## config.mk

```make
export PLATFORM = sky130hd
export DESIGN_NAME = pzx_seq_flat
export DESIGN_NICKNAME = d
export VERILOG_FILES = /design/src/design/pzx_pkg.sv /design/src/design/sram_if.sv /design/src/design/pzx_seq.sv /design/src/flat_wrapper.sv
export SDC_FILE = /design/constraint.sdc
export NUM_CORES = 1
export LEC_CHECK = 0
export BUFFER_PORTS_ARGS = -buffer_cell sky130_fd_sc_hd__buf_4
export CORE_AREA = 3 3 40 42
export CTS_CLUSTER_DIAMETER = 30
export DETAILED_ROUTE_END_ITERATION = 8
export DIE_AREA = 0 0 43 45
export PLACE_DENSITY = 0.65
export SYNTH_ARGS = -nofsm -noshare
export SYNTH_HDL_FRONTEND = slang
export SYNTH_SLANG_ARGS = --single-unit
```

## constraint.sdc

```tcl
create_clock -name clk -period 2.51 [get_ports clk]
set_input_delay 0 -clock clk [delete_from_list [all_inputs] [get_ports clk]]
set_output_delay 0 -clock clk [all_outputs]
set_load 0.01 [all_outputs]
```

## src/design/pzx_pkg.sv

```systemverilog
`default_nettype none

package pzx_pkg;

    // ------------------------------------------------------------
    // Data and register port widths
    // ------------------------------------------------------------
    parameter int DATA_W = 8;

    typedef logic [DATA_W-1:0] data_t;
    typedef logic [7:0]        reg_num_t;

    // Window registers on the host register port
    // Reads and writes both advance the pointer
    parameter reg_num_t SRAM_RDWRINC = 8'hFD;
    // Only writes advance, reads can peek
    parameter reg_num_t SRAM_WRINC   = 8'hFC;

    // ------------------------------------------------------------
    // Memory pointer
    // ------------------------------------------------------------
    // Full tape image needs 21 bits, simulation uses less
    parameter int ADDR_W_DEFAULT = 12;

    // ------------------------------------------------------------
    // Sequencer states, one-hot
    // ------------------------------------------------------------
    typedef enum logic [3:0] {
        IDLE         = 4'b1000,
        READ_ACTIVE  = 4'b0100,
        WRITE_ACTIVE = 4'b0010,
        ADVANCE      = 4'b0001
    } seq_state_t;

endpackage

`default_nettype wire

```

## src/design/sram_if.sv

```systemverilog
`timescale 1ns/100ps
`default_nettype none

// Memory side of the register window, SRAM style strobes
interface sram_if #(
    parameter int ADDR_W = pzx_pkg::ADDR_W_DEFAULT
);

    logic [ADDR_W-1:0] addr;
    logic              we_n;
    logic              oe_n;
    pzx_pkg::data_t    wdata;
    pzx_pkg::data_t    rdata;

    // Sequencer drives strobes and write data
    modport ctrl (
        output we_n,
        output oe_n,
        output wdata
    );

    // Memory bank sees everything and returns read data
    modport mem (
        input  addr,
        input  we_n,
        input  oe_n,
        input  wdata,
        output rdata
    );

endinterface

`default_nettype wire

```

## src/design/pzx_seq.sv

```systemverilog
`timescale 1ns/100ps
`default_nettype none

module pzx_seq (
    input  wire logic              clk,
    input  wire logic              rst_n,
    input  wire pzx_pkg::reg_num_t reg_num,
    input  wire logic              reg_num_changed,
    input  wire logic              reg_rd,
    input  wire logic              reg_wr,
    input  wire pzx_pkg::data_t    din,
    sram_if.ctrl                   mem,
    output logic                   ptr_clear,
    output logic                   ptr_inc
);

    logic                win_sel;
    logic                strobes_low;
    pzx_pkg::seq_state_t state_q;
    pzx_pkg::seq_state_t state_d;

    // ------------------------------------------------------------
    // Port decode
    // ------------------------------------------------------------
    assign win_sel = (reg_num == pzx_pkg::SRAM_RDWRINC) ||
                     (reg_num == pzx_pkg::SRAM_WRINC);

    assign strobes_low = !reg_rd && !reg_wr;

    // Memory strobes follow the host strobes directly
    assign mem.oe_n  = !(win_sel && reg_rd);
    assign mem.we_n  = !(win_sel && reg_wr);
    assign mem.wdata = din;

    // Reselecting a window register rewinds to the start
    assign ptr_clear = reg_num_changed && win_sel;

    // One cycle in ADVANCE moves the pointer on
    assign ptr_inc = (state_q == pzx_pkg::ADVANCE);

    // ------------------------------------------------------------
    // Access tracking FSM
    // ------------------------------------------------------------
    always_comb begin
        state_d = state_q;
        unique case (state_q)
            pzx_pkg::IDLE: begin
                if (win_sel && reg_rd) begin
                    state_d = pzx_pkg::READ_ACTIVE;
                end else if (win_sel && reg_wr) begin
                    state_d = pzx_pkg::WRITE_ACTIVE;
                end
            end
            pzx_pkg::READ_ACTIVE: begin
                if (strobes_low) begin
                    // Peek register keeps the pointer where it is
                    if (reg_num == pzx_pkg::SRAM_WRINC) begin
                        state_d = pzx_pkg::IDLE;
                    end else begin
                        state_d = pzx_pkg::ADVANCE;
                    end
                end
            end
            pzx_pkg::WRITE_ACTIVE: begin
                if (strobes_low) begin
                    state_d = pzx_pkg::ADVANCE;
                end
            end
            pzx_pkg::ADVANCE: begin
                state_d = pzx_pkg::IDLE;
            end
            default: begin
                state_d = pzx_pkg::IDLE;
            end
        endcase
    end

    // Clear wins over any access in progress
    always_ff @(posedge clk) begin
        if (!rst_n || ptr_clear) begin
            state_q <= pzx_pkg::IDLE;
        end else begin
            state_q <= state_d;
        end
    end

endmodule

`default_nettype wire

```

## src/flat_wrapper.sv

```systemverilog
// flat-port wrapper written by rule: the top's interface ports become plain ports
module pzx_seq_flat 
  (clk, rst_n, reg_num, reg_num_changed, reg_rd, reg_wr, din, ptr_clear, ptr_inc, mem_we_n, mem_oe_n, mem_wdata);
  sram_if mem_i ();
  input  wire logic clk;
  input  wire logic rst_n;
  input  wire pzx_pkg::reg_num_t reg_num;
  input  wire logic reg_num_changed;
  input  wire logic reg_rd;
  input  wire logic reg_wr;
  input  wire pzx_pkg::data_t din;
  output logic ptr_clear;
  output logic ptr_inc;
  output wire logic [$bits(mem_i.we_n)-1:0] mem_we_n;
  output wire logic [$bits(mem_i.oe_n)-1:0] mem_oe_n;
  output wire logic [$bits(mem_i.wdata)-1:0] mem_wdata;
  assign mem_we_n = mem_i.we_n;
  assign mem_oe_n = mem_i.oe_n;
  assign mem_wdata = mem_i.wdata;
  pzx_seq u_core (.clk(clk), .rst_n(rst_n), .reg_num(reg_num), .reg_num_changed(reg_num_changed), .reg_rd(reg_rd), .reg_wr(reg_wr), .din(din), .mem(mem_i), .ptr_clear(ptr_clear), .ptr_inc(ptr_inc));
endmodule
```

; After elaboration in Yosys (flattened, before gate mapping)
; Index checks and enable logic that the tools add are counted.
[word_totals]
reg_bits = 4
inputBits = 21
output_inout_bits = 12
elab_cells = 28
[op_classes]
n_eq_ne = 9
muxes = 6
n_reduce_logical = 12
[ops]
columns = cell, count
row1 = $mux 4, 5
row2 = $eq 8x8->1 const B, 2
row3 = $pmux 4 s3, 1
row4 = $logic_not 1->1, 5
row5 = $eq 4x1->1 const B, 1
row6 = $eq 4x2->1 const B, 1
row7 = $eq 4x3->1 const B, 1
row8 = $eq 4x4->1 const B, 1
row9 = $logic_and 1x1->1, 4
row10 = $ne 2x1->1 const B, 2
row11 = $ne 3x1->1 const B, 1
row12 = $reduce_and 3->1, 1
row13 = $logic_or 1x1->1, 2

; Logic depth before layout (Yosys ltp)
[logic_depth]
depth_word = 6
ltp_mapped = 5
ltp_nobuf = 4

; Worst setup path before layout
; OpenSTA, ideal clock, no wires.
[synth_path]
kind = reg2reg
startpoint = register u_core.state_q[1]
endpoint = register u_core.state_q[3]
setup_ns = 0.122
arrival_time_ns = 1.294
t_required_ns = 2.388
path_slack_ns = 1.094
stages_incl_launch_ff = 6
n_path_buf = 1
period_less_slack_ns = 1.416
cell_sequence = dfxtp_1 > buf_6 > or3b_4 > nor4_2 > nor2_1 > a221o_1
[synth_via]
elab_chain_len = 3
elab_cells_between_ends = 8
classes_between = eq/ne (6) / mux (1) / reduce/logical (1)
[synth_lines]
columns = item, line_no
row1 = from (decl), pzx_seq.sv:19  ; pzx_pkg::seq_state_t state_q;
row2 = from (signal assigned), pzx_seq.sv:81  ; state_q <= pzx_pkg::IDLE;
row3 = from (signal assigned), pzx_seq.sv:83  ; state_q <= state_d;
row4 = "$eq 4x4->1, or another cell as far along", pzx_seq.sv:46  ; unique case (state_q)
row5 = $ne 3x1->1 (no source line) or $ne 2x1->1 (tied branches), --
row6 = $reduce_and 3->1 (no source line), --
; Several ways; a longest one is shown, not always the timed one.
; A chain may end at the register's enable or synchronous reset.

; Worst setup path after layout
[layout_path]
startpoint = register u_core.state_q[2]
endpoint = register u_core.state_q[3]
; The elaborated chain is that of the path after synthesis.

==> qor.yml <==
synth:
  yosys.area.top_type: "dfxtp_1"
  yosysWarnings: 0
  yosys.area.top_type_share_pct: 20.45
  synth_cell_types: 26
  syn-num-nets: 70
  synthTopCellsByArea: "dfxtp_1 (20%), buf_4 (17%), xor2_1 (4.5%)"
  seq_area_frac_synth_pct: 20.45
  ys_ff_latch: 4
  syn_inst: 49
  syn_avg_cell_area_um2: 7.992
  synth_area_um2: 391.6
global_routing:
  grt_overflow: 0
  grt_pass1_wl_um: 1587
  grt_util_all_layers_pct: 11.59
  grt_pass1_vias: 367
  grt_antenna_before_repair: 0
  grt_max_degree: 10
layout:
  syn2layout_area_growth_pct: 21.09
  finish.utilization_pct: 36.90
  drive_above_1_share_pct: 41.38
  largest-register: "u_core.state_q"
  final_common_cell: "buf_4"
  final_cell_mix: "buf_4 (16), nor2_1 (4), dfxtp_1 (4)"
  num_antenna_cells: 0
  largest_register_ff_count: 4
  fin_nets: 81
  top_regs: "u_core.state_q x4"
detailed_routing:
  ant_nets: 0
  drc: 0
  via_count: 373
  drtIter0Drc: 8
  vias_per_cell: 5.110
  wl_per_cell_um: 12.15
  routed_wl_um: 887
  dr.pass1.iters: 4
clock_tree:
  cts.sinks: 4
  numCtsBuffers: 3
  holdBufCountCts: 0
  post-cts-setup-buffers: 0
  clk_latency_ps: 240
  cts.path.max_buffers: 2
  cts_tree: "built"
  cts_max_level: 1
  post_cts_resized: 0
  cts-root-buf: "clkbuf_4"
  cts.clk_slew.worst_paths_ps: 40
sta:
  layout_min_cycle_time_ps: 1538
  clock_skew_ps: 5.338
  fin_tns_setup_ps: 0
  max_freq_mhz: 650.2
  slew_headroom_pct: 72.68
  rsz0062_at_grt: "false"
  slew_viol_final: 0
  timing.hold.ws_ps: 0.004435
  worst_slew_pin_slew_ps: 408.3
  setup_viol: 0
  hold_viol: 0
  finalCritPeriodShare_pct: 61.28
critical_path:
  slowest_stage: "dfxtp_1"
  cp-start-kind: "flop"
  worstPathRequired_ps: 2640
  arrival_ps: 1660
  worstSetupPathType: "reg -> reg"
  r2r-start: "u_core.state_q[2]"
  critPathMaxFanout: 9
  cpPeakStageDelay_ps: 470
  path_cells: "nor3b_2 -> a21oi_1 -> a311o_1 -> a221o_1"
  cp-end-kind: "flop"
  crit_path_start: "u_core.state_q[2]"
floorplan:
  die_area_um2: 1935
  die_h_um: 45
  initial_core_util_pct: 30.48
  core-area_um2: 1285
  die_w_um: 43
  io_pins: 33
  row_count: 13
power:
  power_density_nw_per_um2: 360.0
  ir_drop_mv: 0.2500
  p_leak_nw: 0.2021
hold_path:
  hp-class: "in -> out"
  min_from: "din[7]"
placement:
  post-dp-hpwl_um: 724.7
  io_buffers: 16
  gp_congestion: 0.8434
run:
  cap_violations: 0
outcome:
  status: "finished, final reports clean"
==> metrics by stage <==
step	setup slack [ps]	instances	area, um^2	total power [mW]
after floorplan	1094	49	391.6	0.08623
after global placement	1018	70	451.7	0.09123
after detailed placement	984.4	70	451.7	0.09165
after CTS	976.7	73	474.2	0.1734
after global routing	868.3	73	474.2	0.1816
final	972.0	73	474.2	0.1707
==> path summary, 6_finish.rpt <==
check	end	slack, ps	cells past startpoint
setup / recovery	u_core.state_q[3]	970	4
hold / removal	mem_wdata[7]	0.004	0
setup reg to reg	u_core.state_q[3]	970	4
hold reg to reg	u_core.state_q[2]	570	2
==> Yosys cell counts, drive strengths merged <==
cell type,instances
a21bo,1
a21oi,3
a221o,1
a311o,1
a31oi,1
and2,1
and4b,1
buf,10
dfxtp,4
inv,3
nand2,3
nand3,2
nand4,1
nand4b,1
nor2,4
nor3,1
nor3b,1
nor4,1
nor4b,1
o211a,1
o21ai,2
o311ai,1
or2,1
or3b,1
xor2,2
==> final cells by class <==
type / instances / area, um^2
Inverter: 3 / 11.26
Fill cell: 140 / 810.8
Timing Repair Buffer: 16 / 120.1
Clock buffer: 3 / 22.52
Tap cell: 15 / 18.77
Multi-Input combinational cell: 32 / 221.5
Sequential cell: 4 / 80.08
==> power by group <==
part	internal, mW	switching [mW]
Clock	0.0535	0.0269
Sequential	0.0642	0.000552
Combinational	0.0164	0.00912
==> worst max-delay path: cells and delay by family, from the launching register on <==
family,cells,cell delay [ps]
flip-flops,1,470
AND/OR/NAND/NOR,1,260
AO/OA/AOI/OAI,3,700
==> layer usage <==
metal	track usage (%)	wire [um]
met1	12.35	361
met2	16.17	396
met3	7.570	101
met4	9.036	26
met5	0	0
==> logic make-up (layout without fill, tap and decap cells) <==
logic type,Yosys count,after routing,synth area share (%)
AND/OR/NAND/NOR,19,19,31.63
buffers and inverters,13,22,23.00
AO/OA/AOI/OAI,11,11,20.45
flip-flops,4,4,20.45
XOR/XNOR,2,2,4.474
(Power assumes the default switching activity.)
