[config.mk]
export PLATFORM = sky130hd
export DESIGN_NAME = pzx_addr_counter
export DESIGN_NICKNAME = d
export VERILOG_FILES = /design/src/design/pzx_pkg.sv /design/src/design/pzx_addr_counter.sv
export SDC_FILE = /design/constraint.sdc
export NUM_CORES = 1
export LEC_CHECK = 0
export ABC_AREA = 0
export BUFFER_PORTS_ARGS = -buffer_cell sky130_fd_sc_hd__buf_2
export CELL_PAD_IN_SITES_DETAIL_PLACEMENT = 1
export CELL_PAD_IN_SITES_GLOBAL_PLACEMENT = 2
export CORE_MARGIN = 2
export CORE_UTILIZATION = 30
export DETAILED_ROUTE_END_ITERATION = 10
export GPL_TIMING_DRIVEN = 0
export PLACE_DENSITY_LB_ADDON = 0.1
export REMOVE_ABC_BUFFERS = 1
export SLEW_MARGIN = 20
export SYNTH_ARGS = -nofsm -noshare
export SYNTH_HDL_FRONTEND = slang
export SYNTH_SLANG_ARGS = --single-unit
[constraint.sdc]
create_clock -name clk -period 3.8 [get_ports clk]
set_input_delay 0.19 -clock clk [delete_from_list [all_inputs] [get_ports clk]]
set_output_delay 0.19 -clock clk [all_outputs]
set_load 0.05 [all_outputs]
[src/design/pzx_pkg.sv]
`default_nettype none

package pzx_pkg;

    // ------------------------------------------------------------
    // Data and register port widths
    // ------------------------------------------------------------
    parameter int DATA_W = 8;

    typedef logic [DATA_W-1:0] data_t;
    typedef logic [7:0]        reg_num_t;

    // Window registers on the host register port
    // Reads and writes both advance the pointer
    parameter reg_num_t SRAM_RDWRINC = 8'hFD;
    // Only writes advance, reads can peek
    parameter reg_num_t SRAM_WRINC   = 8'hFC;

    // ------------------------------------------------------------
    // Memory pointer
    // ------------------------------------------------------------
    // Full tape image needs 21 bits, simulation uses less
    parameter int ADDR_W_DEFAULT = 12;

    // ------------------------------------------------------------
    // Sequencer states, one-hot
    // ------------------------------------------------------------
    typedef enum logic [3:0] {
        IDLE         = 4'b1000,
        READ_ACTIVE  = 4'b0100,
        WRITE_ACTIVE = 4'b0010,
        ADVANCE      = 4'b0001
    } seq_state_t;

endpackage

`default_nettype wire

[src/design/pzx_addr_counter.sv]
`timescale 1ns/100ps
`default_nettype none

module pzx_addr_counter #(
    parameter int ADDR_W = pzx_pkg::ADDR_W_DEFAULT
) (
    input  wire logic              clk,
    input  wire logic              rst_n,
    input  wire logic              ptr_clear,
    input  wire logic              ptr_inc,
    output logic [ADDR_W-1:0]      addr
);

    logic [ADDR_W-1:0] addr_q;
    logic [ADDR_W-1:0] addr_d;

    // ------------------------------------------------------------
    // Next pointer value
    // ------------------------------------------------------------
    always_comb begin
        addr_d = addr_q;
        if (ptr_clear) begin
            addr_d = '0;
        end else if (ptr_inc) begin
            // Rolls over to zero past the last address
            addr_d = addr_q + 1'b1;
        end
    end

    always_ff @(posedge clk) begin
        if (!rst_n) begin
            addr_q <= '0;
        end else begin
            addr_q <= addr_d;
        end
    end

    assign addr = addr_q;

endmodule

`default_nettype wire

---- Yosys cells after proc, flatten, opt, wreduce, memory -nomap -nowiden ----
Index checks and enable logic that the tools add are counted.
cells by class
  add/sub/neg operators ................... 1
  bitwise operators ....................... 1
  reductions and logical operators ........ 1
operators with widths
  cell                                            count
  adder 12 x 1 -> 12 bit (second input constant)  1
  OR reduction 2 bit                              1
  NOT 1 bit                                       1
word-level totals
  bits in registers ....................... 12
  input port bits ......................... 4
  logic and storage cells ................. 4

---- Depth between registers and ports, before layout ----
Gate-level depths: netlist of the first run.
  depth after elaboration ................. 2
  mapped depth ............................ 4
  depth with buffers taken out ............ 4

---- Worst setup path before layout of the first run ----
OpenSTA, ideal clock, no wires.
  kind .................................... flip-flop to flip-flop
  from .................................... register addr_q[0], in the netlist addr[0]
  to ...................................... register addr_q[8], in the netlist addr[8]
  setup time .............................. 0.071 ns
  data arrival time ....................... 1.689 ns
  data required time ...................... 3.729 ns
  setup slack ............................. 2.040 ns
  stages on the path, launching flop included .. 5
  path buffers ............................ 0
  period minus slack after synthesis ...... 1.760 ns
  path through ............................ dfxtp_1 -> ha_1 -> nand3_1 -> or4_1 -> a21oi_1
between the ends
  cells in the longest elaborated chain, start to end .. 1
RTL lines
  item                    RTL line                source
  from (decl)             pzx_addr_counter.sv:14  logic [ADDR_W-1:0] addr_q;
  from (signal assigned)  pzx_addr_counter.sv:34  addr_q <= addr_d;
  adder 12 x 1 -> 12 bit  pzx_addr_counter.sv:26  addr_d = addr_q + 1'b1;
Every way passes these cells.
A chain may end at the register's enable or synchronous reset.

---- Worst setup path after layout of the first run ----
  from .................................... register addr_q[0], in the netlist addr[0]
  to ...................................... register addr_q[10], in the netlist addr[10]
The elaborated chain is that of the path after synthesis.

==> results of run 1 <==
[synth_stat cells (3+ instances only)]
cell	n
sky130_fd_sc_hd__nor2_1	5
sky130_fd_sc_hd__a21oi_1	5
sky130_fd_sc_hd__dfxtp_1	12
sky130_fd_sc_hd__nand2_1	5
sky130_fd_sc_hd__o21ai_0	3
sky130_fd_sc_hd__nand3_1	3
sky130_fd_sc_hd__xor2_1	3
[cells by family after synthesis]
family,Yosys count,share of synthesized area
xor+xnor,4,0.0628
flops,12,0.430
mux,2,0.0359
fa+ha+maj,1,0.0224
simple gates,25,0.289
buf+inv,4,0.0291
compound gates,12,0.130
[layout by cell type (no fill, tap or decap), types with 2 or more instances in the layout]
master	synthesis	layout
sky130_fd_sc_hd__nand3_1	3	3
sky130_fd_sc_hd__a21oi_1	5	5
sky130_fd_sc_hd__o21ai_0	3	3
sky130_fd_sc_hd__inv_1	2	2
sky130_fd_sc_hd__clkbuf_4	0	3
sky130_fd_sc_hd__nand4_4	2	2
sky130_fd_sc_hd__xor2_1	3	3
sky130_fd_sc_hd__or4_1	2	2
sky130_fd_sc_hd__or3_1	2	2
sky130_fd_sc_hd__nor2_1	5	5
sky130_fd_sc_hd__nand2b_1	2	2
sky130_fd_sc_hd__dfxtp_1	12	12
sky130_fd_sc_hd__buf_2	1	15
sky130_fd_sc_hd__mux2i_1	2	2
sky130_fd_sc_hd__o31ai_1	2	2
sky130_fd_sc_hd__nand2_1	5	5
[layout make-up]
class	count	area, um^2
Multi-Input combinational cell	44	302
Inverter	2	7.51
Timing Repair Buffer	15	75.1
Sequential cell	12	240
Fill cell	213	1070
Clock buffer	3	22.5
Tap cell	25	31.3
[final timing paths]
| kind | startpoint | cells after the start | end | slack, ns |
|---|---|---|---|---|
| worst min-delay path | ptr_clear | 4 | addr[11] | 0.23 |
| worst min register to register | addr[11] | 2 | addr[11] | 0.47 |
| worst max-delay path | addr[0] | 4 | addr[10] | 2.30 |
| worst max register to register | addr[0] | 4 | addr[10] | 2.30 |
[through the flow]
step / instances / instance area, um^2 / setup slack (ns)
CTS: 101 / 678 / 2.30
finish: 101 / 678 / 2.30
floorplan: 58 / 549 / 2.04
detailed placement: 98 / 656 / 2.33
global placement: 98 / 656 / 2.34
global route: 101 / 678 / 2.13
[critical path, stage by stage, from the launching register on]
cell,delay (ns)
sky130_fd_sc_hd__dfxtp_1,0.44
sky130_fd_sc_hd__ha_1,0.22
sky130_fd_sc_hd__nand3_1,0.18
sky130_fd_sc_hd__o311ai_0,0.39
sky130_fd_sc_hd__o41ai_1,0.14
[routing by layer]
metal | up-vias | GRT usage | share of wire
met2 | 12 | 0.184 | 0.43
met5 | - | 0 | 0
met1 | 237 | 0.169 | 0.52
li1 | 249 | - | -
met4 | 0 | 0.100 | 0.010
met3 | 2 | 0.0346 | 0.043
[power by group through the flow]
stage                     registers (W)  clock network [W]   logic [W]
after floorplan                0.000133                  0  0.00000451
after global placement         0.000131                  0   0.0000117
after detailed placement       0.000131                  0   0.0000118
after CTS                      0.000128          0.0000833   0.0000118
after global routing           0.000128          0.0000908   0.0000127
final                          0.000128          0.0000786   0.0000116
==> flow_metrics.tcl, run 1 <==
set metrics [dict create \
    power.internal_w 0.000167 \
    finClkSkew_ns 0.00760 \
    drt-wirelength-per-cell_um 11.7 \
    vias_per_cell 4.95 \
    wirelength_um 1180 \
    number_of_enable_type_register_cells_in_the_synthesized_netlist 0 \
    yosys-top-cells-area "sky130_fd_sc_hd__dfxtp_1, sky130_fd_sc_hd__nand4_4, sky130_fd_sc_hd__xor2_1" \
    grt_start_max_net_pins 11 \
    post_synth_instance_area_um2 558 \
    peak_clock_frequency_supported_by_timing_mhz 668 \
    worst_case_clock_buffer_depth 2 \
    post_synthesis_area_per_instance_um2 9.30 \
    min_path_type "in2reg" \
    end_kind "register" \
    numCtsBuffers 3 \
    drt-pass1-iter-count 4 \
    synth_sequential_area_ratio 0.430 \
    synth_largest_type_area_fraction 0.430 \
    power.total_w 0.000218 \
    end_of_flow_core_utilization 0.389 \
    drt_first_iter_violations 3 \
    yosysUniqueCellTypes 24 \
    timing.critical_path.fanout_max 6 \
    clock-sinks 12 \
    grt_pass1_vias 428 \
    global_route.usage.total 0.131 \
    io_buffers 15 \
    synthesis.instances 60 \
    clock_tree_from_tritoncts "done" \
    finalWeightedCongestion 0.674 \
    cts_root_buf "sky130_fd_sc_hd__clkbuf_4" \
    grt_first_pass_wirelength_um 1900 \
    power.switching_w 0.0000509 \
    synthDominantAreaCellType "sky130_fd_sc_hd__dfxtp_1" \
    start_util 0.320 \
    cts.clk_slew.worst_paths_ns 0.08 \
    cts.hold.buffers_added 0 \
    power_per_standard_cell_area_nw_per_um2 321 \
    finalMaxSlewViolations 0 \
    layout_nets 83 \
    post_dp_hpwl_um 881 \
    drv.max_cap_violation_count 0 \
    postSynth.topFlopCell "sky130_fd_sc_hd__dfxtp_1" \
    rsz0062_at_grt "false" \
    static-leakage-power_nw 0.271 \
    antenna_violating_nets_post_route 0 \
    die_area_um2 2220 \
    finalWorstPathRequiredPeriod_ns 1.50 \
    synth_warnings 0 \
    clk_latency_ns 0.27 \
    cts_max_level 1 \
    ctsResizeCount 0 \
    antennaDiodeCount 0 \
    largest_register_ffs 12 \
    antenna_violations_before_repair 0 \
    ioPinCount 16 \
    critical_path_class "reg2reg" \
    run_status "finished clean" \
    route.detailed.drc 0 \
    ys_ff_latch 12 \
    synth-async-reset-ratio 0 \
    timing.max_slew.rel_slack 0.735 \
    worst_slew_pin_tran_ns 0.397 \
    max-vdd-ir-drop_mv 0.120 \
    arrival_time_worst_endpoint_ns 1.64 \
    report.final.hold_viol_count 0 \
    grt.overflow.total 0 \
    cp_data_required_time_ns 3.95 \
    final_layout_size_suffix_gt1_frac 0.276 \
    setup_viol 0 \
    num_vias 500 \
    power.combinational.fraction 0.053 \
    floorplan.die.height_um 47.1 \
    postCtsSetupBuffers 0 \
    timing.critical_path.from_type "register" \
    floorplan.rows 15 \
    post-route-period-util 0.394 \
    coreArea_um2 1750 \
    hold-worst-slack_ns 0.227 \
    tns_ns 0 \
    areaGrowthSynthToFinish_pct 21.5 \
    power.clock.fraction 0.361 \
    die_w_um 47.1 \
    seqPwrFrac 0.586 \
    switching_share 0.234 \
]
No activity file was read; power rests on OpenSTA's default activity.
==> inputs of run 2 (changes only) <==
CORE_UTILIZATION = 25   (was 30)
clock period = 1.3 ns   (was 3.8 ns; I/O delays follow)
==> run 2 against run 1 <==
Compared with the run above:
- die area is 18% higher
- largest cell class unchanged
- critical path depth stayed put
- combinational power grew to 3.4 times the previous value
- maximum frequency is 18% higher
- critical endpoint is now addr[8]
- critical path type unchanged
- sequential share of layout area shrank 2.2 points
- sequential cell count stayed put
- cell area rose by 19%
- sequential power rose to 2.8 times the previous value
- global-route usage shrank 0.15 points
- non-clock buffer count is 7 higher
==> flow_metrics.tcl, run 2 (synthesis gave the netlist of run 1 again) <==
set metrics [dict create \
    critical_path_class "reg2reg" \
    max-vdd-ir-drop_mv 0.277 \
    grt_start_max_net_pins 11 \
    number_of_cells_in_the_finished_layout_apart_from_fillers 112 \
    grt_pass1_vias 515 \
    report.final.hold_viol_count 0 \
    worst_slew_pin_tran_ns 0.444 \
    drv.max_cap_violation_count 0 \
    post-place-cells 101 \
    drt_first_iter_violations 3 \
    areaGrowthSynthToFinish_pct 44.4 \
    start_util 0.257 \
    run_status "finished clean" \
    route.detailed.drc 0 \
    setup_viol 0 \
    numCtsBuffers 3 \
    end_kind "register" \
    timing.rr.start "addr[1]" \
    wirelength_um 1500 \
    placed_area_um2 659 \
    final_design_area_no_fill_um2 806 \
    regToRegSetupSlack_ns 0.03 \
    timing.max_slew.rel_slack 0.704 \
    power.total_w 0.000625 \
    worst_setup_path_startpoint "addr[1]" \
    drt-wirelength-per-cell_um 13.3 \
    post-route-period-util 0.976 \
    largest_register_ffs 12 \
    num_vias 556 \
    cts.hold.buffers_added 0 \
    grt.overflow.total 0 \
    global_route.usage.total 0.129 \
    final_common_cell "sky130_fd_sc_hd__buf_2" \
    finalWorstPathRequiredPeriod_ns 1.27 \
    coreArea_um2 2170 \
    peak_clock_frequency_supported_by_timing_mhz 788 \
    final_layout_size_suffix_gt1_frac 0.476 \
    layout_nets 91 \
    cts.clk_slew.worst_paths_ns 0.07 \
    timing.critical_path.from_type "register" \
    floorplan.rows 17 \
    die_area_um2 2630 \
    worst_case_clock_buffer_depth 2 \
    clock-sinks 12 \
    cts_root_buf "sky130_fd_sc_hd__clkbuf_4" \
    io_buffers 15 \
    vias_per_cell 4.96 \
    timing.critical_path.fanout_max 6 \
    post_dp_hpwl_um 962 \
    ioPinCount 16 \
    finalMaxSlewViolations 0 \
    tns_ns 0 \
    clock_tree_from_tritoncts "done" \
    die_w_um 51.2 \
    cp_data_required_time_ns 1.50 \
    drt-pass1-iter-count 3 \
    finClkSkew_ns 0.00264 \
    crit-reg2reg-capture "addr[8]" \
    end_of_flow_core_utilization 0.371 \
    reg2reg_depth 4 \
    static-leakage-power_nw 0.323 \
    min_path_type "in2reg" \
    arrival_time_worst_endpoint_ns 1.46 \
    clk_latency_ns 0.27 \
    layout_common_cells "sky130_fd_sc_hd__buf_2, sky130_fd_sc_hd__dfxtp_4, sky130_fd_sc_hd__buf_4" \
    antenna_violations_before_repair 0 \
    antennaDiodeCount 0 \
    rsz0062_at_grt "true" \
    floorplan.die.height_um 51.2 \
    finalWeightedCongestion 0.614 \
    power_per_standard_cell_area_nw_per_um2 776 \
    antenna_violating_nets_post_route 0 \
    endpoint "addr[8]" \
    cts_max_level 1 \
    grt_first_pass_wirelength_um 2420 \
]
run 2: worst min path at each step:
stage,from,endpoint,slack (ns),cells past startpoint
6_report,ptr_clear,addr[11],0.12,4
5_1_grt,ptr_clear,addr[11],0.15,4
4_1_cts,ptr_clear,addr[10],0.11,4
3_5_place_dp,ptr_clear,addr[10],0.40,4
3_3_place_gp,ptr_clear,addr[11],0.39,4
2_1_floorplan,ptr_inc,addr[0],0.21,2
run 2: worst max-delay path: stages, from the launching register on:
cell and delay, ns:
sky130_fd_sc_hd__dfxtp_4 0.38, sky130_fd_sc_hd__ha_4 0.16, sky130_fd_sc_hd__nand3_4 0.10, sky130_fd_sc_hd__or4_1 0.42, sky130_fd_sc_hd__a21oi_1 0.14
run 2: repair_timing:
action                     in CTS  in global routing
pin swaps                       1                  2
setup endpoints to repair       6                  4
gates resized for setup        16                  4
hold endpoints to repair        0                  0
setup buffers                   1                  6
cloned                          1                  0
run 2: through the flow:
stage / worst slack, ns / hold slack (ns)
after global placement: -0.197 / 0.391
after floorplan: -0.461 / 0.213
final: 0.0310 / 0.116
after CTS: 0.00321 / 0.108
after detailed placement: -0.232 / 0.402
after global routing: -0.0195 / 0.148
run 2: layer usage:
layer / wire, um / global-route usage / vias up
li1: - / - / 274
met1: 673 / 0.169 / 271
met2: 746 / 0.186 / 9
met3: 57 / 0.0380 / 2
met4: 17 / 0.0789 / 0
met5: 0 / 0 / -
run 2: layout make-up:
type	instances	area (um^2)
Clock buffer	3	22.5
Tap cell	28	35.0
Inverter	2	7.51
Multi-Input combinational cell	45	345
Timing Repair Buffer	22	128
Sequential cell	12	268
Fill cell	265	1360
run 2: power by group:
part	total, W	switching [W]	internal [W]	leakage, nW
clock	0.000226	0.000119	0.000107	0.0138
combinational	0.0000395	0.0000255	0.0000139	0.206
sequential	0.000360	0.00000381	0.000356	0.103
